File: config.mk
export PLATFORM = sky130hd
export DESIGN_NAME = fetch_top
export DESIGN_NICKNAME = d
export VERILOG_FILES = /design/src/verilog/fetch_pkg.sv /design/src/verilog/fetch_stage.sv /design/src/verilog/fetch_top.sv /design/src/verilog/insn_mem.sv /design/src/verilog/pc_gen.sv
export SDC_FILE = /design/constraint.sdc
export NUM_CORES = 2
export LEC_CHECK = 0
export BUFFER_PORTS_ARGS = -buffer_cell sky130_fd_sc_hd__buf_2
export CORE_ASPECT_RATIO = 0.8
export CORE_MARGIN = 5
export CORE_UTILIZATION = 58
export CTS_CLUSTER_SIZE = 28
export DETAILED_ROUTE_END_ITERATION = 12
export PLACE_DENSITY = 0.74
export SLEW_MARGIN = 10
export SYNTH_ARGS = -nofsm -noshare
export SYNTH_HDL_FRONTEND = slang
export SYNTH_SLANG_ARGS = --single-unit
File: constraint.sdc
create_clock -name clk -period 11.9 [get_ports clk]
set_input_delay 1.785 -clock clk [delete_from_list [all_inputs] [get_ports clk]]
set_output_delay 1.785 -clock clk [all_outputs]
set_load 0.03 [all_outputs]
File: src/verilog/fetch_pkg.sv
// Shared fetch widths, NOP encodings, memory error tags and reset address
package fetch_pkg;

	////////////////////
	// Widths
	////////////////////

	// Data and address width, one word
	localparam int XLEN = 32;

	// Memory error tag width
	localparam int TAG_W = 4;

	////////////////////
	// Error tag codes
	////////////////////

	// Translation miss
	localparam logic [TAG_W-1:0] ITAG_TE = 4'hd;
	// Protection fault
	localparam logic [TAG_W-1:0] ITAG_PE = 4'hc;
	// Bus error
	localparam logic [TAG_W-1:0] ITAG_BE = 4'hb;

	////////////////////
	// NOP encodings
	////////////////////

	// Major opcode of the NOP
	localparam logic [5:0] NOP_OPC = 6'b000101;

	// Bubble for flush, squash and bypass
	localparam logic [XLEN-1:0] NOP_FLUSH = {NOP_OPC, 26'h0410000};

	// Shown while waiting on memory
	localparam logic [XLEN-1:0] NOP_STALL = {NOP_OPC, 26'h0610000};

	// First fetch address after reset
	localparam logic [XLEN-1:0] RESET_PC = 32'h0000_0000;

endpackage

File: src/verilog/fetch_stage.sv
// Fetch stage with instruction save, flush bypass, bubble insertion and exception decode
`timescale 1ns/1ps

module fetch_stage import fetch_pkg::*; (
	input  logic             clk,
	input  logic             rst_i,
	input  logic             ack_i,
	input  logic             err_i,
	input  logic [XLEN-1:0]  data_i,
	input  logic [XLEN-1:0]  addr_i,
	input  logic             first_i,
	input  logic [TAG_W-1:0] tag_i,
	input  logic             freeze_i,
	input  logic             flush_i,
	input  logic             squash_i,
	output logic [XLEN-1:0]  insn_o,
	output logic [XLEN-1:0]  pc_o,
	output logic             stall_o,
	output logic             refetch_o,
	output logic             except_tlbmiss_o,
	output logic             except_protfault_o,
	output logic             except_buserr_o
);

	logic            resp;
	logic            bypass;
	logic            bypass_q;
	logic            kill;
	logic            save;
	logic            saved_q;
	logic [XLEN-1:0] insn_saved;
	logic [XLEN-1:0] addr_saved;
	// Flags ordered bus error, protection, translation
	logic [2:0]      err_now;
	logic [2:0]      err_saved;
	logic [2:0]      err_out;

	// Any response this cycle
	assign resp = ack_i || err_i;

	////////////////////
	// Flush bypass
	////////////////////

	// Stale responses dropped until the redirected one shows up
	assign bypass = flush_i || (bypass_q && !(resp && first_i));

	always_ff @(posedge clk) begin
		if (rst_i) begin
			bypass_q <= 1'b0;
		end else begin
			bypass_q <= bypass;
		end
	end

	// Slot becomes a bubble
	assign kill = squash_i || bypass;

	////////////////////
	// Save register
	////////////////////

	// Only the first live response of a freeze is kept
	assign save = resp && freeze_i && !saved_q && !bypass;

	always_ff @(posedge clk) begin
		if (rst_i) begin
			saved_q <= 1'b0;
		end else if (flush_i) begin
			saved_q <= 1'b0;
		end else if (save) begin
			saved_q <= 1'b1;
		end else if (!freeze_i) begin
			// Shown for the last time this cycle
			saved_q <= 1'b0;
		end
	end

	// Payload, qualified by saved_q
	always_ff @(posedge clk) begin
		if (save) begin
			insn_saved <= err_i ? NOP_FLUSH : data_i;
			addr_saved <= {addr_i[XLEN-1:2], 2'b00};
			err_saved  <= err_now;
		end
	end

	////////////////////
	// Exception decode
	////////////////////

	assign err_now[0] = err_i && (tag_i == ITAG_TE);
	assign err_now[1] = err_i && (tag_i == ITAG_PE);
	assign err_now[2] = err_i && (tag_i == ITAG_BE);

	// Bubbles carry no flags, stale faults included
	assign err_out = kill ? 3'b000 : (saved_q ? err_saved : err_now);

	assign except_tlbmiss_o   = err_out[0];
	assign except_protfault_o = err_out[1];
	assign except_buserr_o    = err_out[2];

	////////////////////
	// Decode side
	////////////////////

	// Saved word beats anything newer
	always_comb begin
		if (kill) begin
			insn_o = NOP_FLUSH;
		end else if (saved_q) begin
			insn_o = insn_saved;
		end else if (ack_i) begin
			insn_o = data_i;
		end else if (err_i) begin
			insn_o = NOP_FLUSH;
		end else begin
			insn_o = NOP_STALL;
		end
	end

	assign pc_o    = saved_q ? addr_saved : {addr_i[XLEN-1:2], 2'b00};
	assign stall_o = !resp && !saved_q;

	// New ack for another word is lost behind the saved one
	assign refetch_o = saved_q && ack_i && (addr_i[XLEN-1:2] != addr_saved[XLEN-1:2]);

endmodule

File: src/verilog/fetch_top.sv
// Fetch front end top level with PC generator, instruction memory and fetch stage
`timescale 1ns/1ps

module fetch_top import fetch_pkg::*; #(
	parameter int unsigned     MEM_WORDS  = 64,
	parameter logic [XLEN-1:0] TLB_BASE   = 32'h8000_0000,
	parameter logic [XLEN-1:0] PROT_BASE  = 32'h0000_00c0,
	parameter logic [XLEN-1:0] PROT_LIMIT = 32'h0000_00ff
) (
	input  logic            clk,
	input  logic            rst_i,
	input  logic            freeze_i,
	input  logic            flush_i,
	input  logic [XLEN-1:0] flush_target_i,
	input  logic            squash_i,
	input  logic            mem_wait_i,
	input  logic            load_en_i,
	input  logic [XLEN-1:0] load_addr_i,
	input  logic [XLEN-1:0] load_data_i,
	output logic [XLEN-1:0] insn_o,
	output logic [XLEN-1:0] pc_o,
	output logic            if_stall_o,
	output logic            except_tlbmiss_o,
	output logic            except_protfault_o,
	output logic            except_buserr_o
);

	// Request path
	logic [XLEN-1:0]  req_addr;
	logic             req_first;

	// Response path
	logic             resp_ack;
	logic             resp_err;
	logic [XLEN-1:0]  resp_data;
	logic [XLEN-1:0]  resp_addr;
	logic             resp_first;
	logic [TAG_W-1:0] resp_tag;

	// Back to the PC generator
	logic             genpc_refetch;

	////////////////////
	// PC generator
	////////////////////

	pc_gen u_pc_gen (
		.clk            (clk),
		.rst_i          (rst_i),
		.freeze_i       (freeze_i),
		.stall_i        (if_stall_o),
		.refetch_i      (genpc_refetch),
		.flush_i        (flush_i),
		.flush_target_i (flush_target_i),
		.req_addr_o     (req_addr),
		.req_first_o    (req_first)
	);

	////////////////////
	// Memory
	////////////////////

	insn_mem #(
		.MEM_WORDS  (MEM_WORDS),
		.TLB_BASE   (TLB_BASE),
		.PROT_BASE  (PROT_BASE),
		.PROT_LIMIT (PROT_LIMIT)
	) u_insn_mem (
		.clk         (clk),
		.rst_i       (rst_i),
		.req_addr_i  (req_addr),
		.req_first_i (req_first),
		.wait_i      (mem_wait_i),
		.load_en_i   (load_en_i),
		.load_addr_i (load_addr_i),
		.load_data_i (load_data_i),
		.ack_o       (resp_ack),
		.err_o       (resp_err),
		.data_o      (resp_data),
		.addr_o      (resp_addr),
		.first_o     (resp_first),
		.tag_o       (resp_tag)
	);

	////////////////////
	// Fetch stage
	////////////////////

	fetch_stage u_fetch_stage (
		.clk                (clk),
		.rst_i              (rst_i),
		.ack_i              (resp_ack),
		.err_i              (resp_err),
		.data_i             (resp_data),
		.addr_i             (resp_addr),
		.first_i            (resp_first),
		.tag_i              (resp_tag),
		.freeze_i           (freeze_i),
		.flush_i            (flush_i),
		.squash_i           (squash_i),
		.insn_o             (insn_o),
		.pc_o               (pc_o),
		.stall_o            (if_stall_o),
		.refetch_o          (genpc_refetch),
		.except_tlbmiss_o   (except_tlbmiss_o),
		.except_protfault_o (except_protfault_o),
		.except_buserr_o    (except_buserr_o)
	);

endmodule

File: src/verilog/insn_mem.sv
// Instruction memory with load port, wait input and region based fault tags
`timescale 1ns/1ps

module insn_mem import fetch_pkg::*; #(
	parameter int unsigned     MEM_WORDS  = 64,
	parameter logic [XLEN-1:0] TLB_BASE   = 32'h8000_0000,
	parameter logic [XLEN-1:0] PROT_BASE  = 32'h0000_00c0,
	parameter logic [XLEN-1:0] PROT_LIMIT = 32'h0000_00ff
) (
	input  logic             clk,
	input  logic             rst_i,
	input  logic [XLEN-1:0]  req_addr_i,
	input  logic             req_first_i,
	input  logic             wait_i,
	input  logic             load_en_i,
	input  logic [XLEN-1:0]  load_addr_i,
	input  logic [XLEN-1:0]  load_data_i,
	output logic             ack_o,
	output logic             err_o,
	output logic [XLEN-1:0]  data_o,
	output logic [XLEN-1:0]  addr_o,
	output logic             first_o,
	output logic [TAG_W-1:0] tag_o
);

	// Word index width
	localparam int AW = $clog2(MEM_WORDS);

	logic [XLEN-1:0]  mem [MEM_WORDS];
	logic             fault;
	logic [TAG_W-1:0] fault_tag;
	logic             load_ok;

	////////////////////
	// Fault regions
	////////////////////

	// First match wins
	always_comb begin
		fault     = 1'b1;
		fault_tag = ITAG_BE;
		if (req_addr_i >= TLB_BASE) begin
			// No translation up there
			fault_tag = ITAG_TE;
		end else if (req_addr_i >= PROT_BASE && req_addr_i <= PROT_LIMIT) begin
			fault_tag = ITAG_PE;
		end else if (req_addr_i[XLEN-1:2] >= (XLEN-2)'(MEM_WORDS)) begin
			// Past the end of the array
			fault_tag = ITAG_BE;
		end else begin
			fault     = 1'b0;
			fault_tag = '0;
		end
	end

	////////////////////
	// Load port
	////////////////////

	// Writes outside the array are dropped
	assign load_ok = load_en_i && (load_addr_i[XLEN-1:2] < (XLEN-2)'(MEM_WORDS));

	always_ff @(posedge clk) begin
		if (load_ok) begin
			mem[load_addr_i[AW+1:2]] <= load_data_i;
		end
	end

	// One strobe per cycle, none while waiting
	always_ff @(posedge clk) begin
		if (rst_i) begin
			ack_o <= 1'b0;
			err_o <= 1'b0;
		end else begin
			ack_o <= !wait_i && !fault;
			err_o <= !wait_i && fault;
		end
	end

	// Response payload, echoed with the request
	always_ff @(posedge clk) begin
		data_o  <= mem[req_addr_i[AW+1:2]];
		addr_o  <= req_addr_i;
		first_o <= req_first_i;
		tag_o   <= fault_tag;
	end

endmodule

File: src/verilog/pc_gen.sv
// Program counter with sequential advance, flush redirect and refetch hold
`timescale 1ns/1ps

module pc_gen import fetch_pkg::*; (
	input  logic            clk,
	input  logic            rst_i,
	input  logic            freeze_i,
	input  logic            stall_i,
	input  logic            refetch_i,
	input  logic            flush_i,
	input  logic [XLEN-1:0] flush_target_i,
	output logic [XLEN-1:0] req_addr_o,
	output logic            req_first_o
);

	// Address last handed to memory
	logic [XLEN-1:0] pc_q;
	// Redirect marker still pending
	logic            first_q;
	// Current response consumed this cycle
	logic            advance;

	////////////////////
	// Next request
	////////////////////

	// Move on only when decode takes the word
	assign advance = !freeze_i && !stall_i && !refetch_i;

	// Request is the next PC, so memory sees it one cycle early
	always_comb begin
		if (flush_i) begin
			// Redirect, force word alignment
			req_addr_o = {flush_target_i[XLEN-1:2], 2'b00};
		end else if (advance) begin
			req_addr_o = pc_q + XLEN'(4);
		end else begin
			// Freeze, stall or refetch re-presents the same word
			req_addr_o = pc_q;
		end
	end

	// Marker survives waits and freezes until the target is consumed
	assign req_first_o = flush_i || (first_q && !advance);

	////////////////////
	// State
	////////////////////

	always_ff @(posedge clk) begin
		if (rst_i) begin
			pc_q    <= RESET_PC;
			// Reset counts as a redirect
			first_q <= 1'b1;
		end else begin
			pc_q    <= req_addr_o;
			first_q <= req_first_o;
		end
	end

endmodule
==> out/qor.yml <==
outcome:
  outcome: "complete, no violations"
clock_network:
  insertion_delay_ns: 0.83
  cts.hold.buffers_added: 0
  cts_max_path_buffers: 3
  numClockSinks: 2215
  post-cts-setup-buffers: 0
  cts_made_buffers: 199
  cts_tree: "yes"
  cts_resized: 0
  clkTransAtPathRegs_ns: 0.06
  h-tree-depth: 4
  cts_root_buf: "clkbuf_16"
synth:
  yosysWarnings: 0
  postSynthCellCount: 4965
  yosys.cell_count.top_type: "edfxtp_1"
  yosysTopAreaCell: "edfxtp_1"
  yosysTopAreaCellShare_pct: 72.0
  synth_common_cells: "edfxtp_1, mux2i_1, o22ai_1, nor2_1, dfxtp_1"
  yosys.cell_types.count: 65
  ys_async_sr_fraction_pct: 0
  synth_seq_cells: 2215
  synthFlopType: "edfxtp_1"
  synth_area_mm2: 0.0882
  yosysSeqAreaShare_pct: 74.3
  synth_edf_count: 2113
  avgSynthCellArea_um2: 17.8
  synth_area_leaders: "edfxtp_1, mux2i_1, dfxtp_1, o22ai_1, buf_4"
global_route:
  grt_pass1_vias: 44600
  grt_max_degree: 143
  gr-total-overflow: 0
  grt_pass1_wl_um: 311000
  grt_antenna_before_repair: 24
  grt.total_usage_pct: 27.1
critical_path:
  crit_required_ns: 12.64
  cp_max_fo: 121
  worstSetupEndpointType: "register"
  slowest_delay_ns: 0.87
  cp_cell_sequence: "buf_2, buf_4, nor2b_1, a221o_1, nor3_2, buf_12, buf_4, buf_4, mux2i_1, mux2i_1, o22ai_1, or4_1, nor2_1"
  crit_buf_inv: 5
  cp-start-kind: "input pin"
  r2r_slack_ns: 5.75
  crit_type: "input pin to register"
  critPathTopFamily: "buffers and inverters"
  cpMostUsedCell: "buf_4"
  cp_slowest_cell: "buf_4"
  arrival_ns: 6.95
finish:
  area_delta_synth_final_pct: 11.1
  fin_nets: 5279
  drive_gt1_share_pct: 12.6
  stdcell_count: 7356
power:
  p_leak_nw: 35.7
  powerDensity_mw_per_mm2: 165
  total_power_w: 0.0161
  max-vdd-ir-drop_mv: 0.140
route:
  drt-vias-per-instance: 6.31
  routedWlPerCell_um: 29.8
  drt-pass1-iter-count: 6
  ant_nets: 0
  drtIter0Drc: 6077
  post-route-drc-count: 0
  vias: 46400
  routed_wl_um: 219000
placement:
  dp_hpwl_um: 119000
  dp_cells: 6988
  post-place-ws_ns: 5.02
  port_buffers: 164
  gp_congestion: 0.848
sta:
  max_freq_mhz: 161
  setup_slack_ns: 5.69
  min_period_over_period_pct: 52.2
  rsz0062_at_grt: "false"
  period_needed_ns: 6.21
  hold_viol: 0
  finalSetupViolCount: 0
  finalClockSkew_ns: 0.0262
  maxSlewViolCount: 0
  timing.hold.ws_ns: 0.463
  tightestPinTransition_ns: 1.24
  tns_ns: 0
  relSlewSlack_pct: 17.1
floorplanning:
  die_area_mm2: 0.160
  initial_core_util_pct: 58.1
  die_y_um: 359
  fp-row-count: 128
  die_w_um: 446
  ioPinCount: 171
  core-area_mm2: 0.152
job:
  drv_cap: 0
hold_path:
  min_path_type: "register to register"
-- worst min-delay path, delay by kind of cell (launching register included) --
family | cells | cell delay, ns
simple gates | 2 | 0.11
flops | 1 | 0.30
-- cell families after synthesis --
| kind of cell | after synthesis | share of synthesized area [%] |
|---|---|---|
| AO/OA/AOI/OAI | 360 | 2.61 |
| XOR/XNOR | 44 | 0.437 |
| adder cells (fa/ha/maj) | 1 | 0.0142 |
| buffers and inverters | 285 | 1.76 |
| flip-flops | 2215 | 74.3 |
| multiplexers | 1572 | 17.9 |
| other | 1 | 0.00425 |
| AND/OR/NAND/NOR | 487 | 3.00 |
-- where the power goes --
group,total (W),switching (W),internal [W]
Combinational,0.00113,0.000705,0.000423
Clock,0.00634,0.00275,0.00359
Sequential,0.00865,0.0000582,0.00859
Total,0.0161,0.00351,0.0126
-- flip-flops by register name, summed over array words and instances (netlist names) --
| name | count |
|---|---|
| u_fetch_stage.saved_q | 1 |
| u_insn_mem.tag_o | 4 |
| u_insn_mem.addr_o | 30 |
| u_fetch_stage.bypass_q | 1 |
| u_fetch_stage.insn_saved | 32 |
| u_insn_mem.mem | 2048 |
| u_insn_mem.err_o | 1 |
| u_insn_mem.data_o | 32 |
| u_insn_mem.first_o | 1 |
| u_pc_gen.first_q | 1 |
| u_fetch_stage.addr_saved | 30 |
| u_insn_mem.ack_o | 1 |
| u_pc_gen.pc_q | 30 |
| u_fetch_stage.err_saved | 3 |
-- routing by layer --
metal	wire, µm	global-route usage, %	part of all wire [%]	up-vias
met4	6680	8.59	3.0	10
li1	-	-	-	20100
met1	90000	39.5	41	23600
met5	62	0	0.028	-
met2	100000	41.8	46	2343
met3	22500	5.36	10	364
-- per-stage QoR --
step / util [%] / area, µm²
floorplan: - / 88200
global placement: 60.3 / 91500
detailed placement: 60.3 / 91500
CTS: 64.6 / 97900
finish: 64.6 / 98000
global route: 64.6 / 98000
-- placed cells by master, fill, tap and decap left out, types with 8 or more instances in the layout --
cell type and instances:
a21oi_1 21, a22oi_1 32, and3_1 10, buf_12 9, buf_2 163, buf_4 105
bufinv_16 19, clkbuf_1 47, clkbuf_16 204, clkinv_1 44, clkinv_2 28, dfxtp_1 101
edfxtp_1 2113, inv_1 12, mux2_2 33, mux2i_1 1538, nand2_1 54, nand3_1 30
nand4_1 30, nor2_1 94, nor2_4 65, nor2b_1 57, nor3_1 20, nor4_1 13
o21ai_0 14, o22ai_1 260, or3_1 8, or4_1 68, xnor2_1 38
-- final timing paths --
check / from / end / cells past startpoint
setup / recovery: flush_i / u_insn_mem.data_o[3] / 13
hold / removal: u_pc_gen.first_q / u_insn_mem.first_o / 2
setup reg to reg: u_fetch_stage.saved_q / u_insn_mem.data_o[3] / 12
hold reg to reg: u_pc_gen.first_q / u_insn_mem.first_o / 2
-- area by class of cell --
| cell class | count | area [µm²] |
|---|---|---|
| Clock inverter | 106 | 1050 |
| Multi-Input combinational cell | 2466 | 21600 |
| Fill cell | 10200 | 53700 |
| Sequential cell | 2215 | 65500 |
| Timing Repair Buffer | 277 | 1780 |
| Inverter | 16 | 62.6 |
| Tap cell | 2015 | 2520 |
| Antenna cell | 3 | 7.51 |
| Clock buffer | 258 | 5380 |
Power figures use the tool's default switching activity.
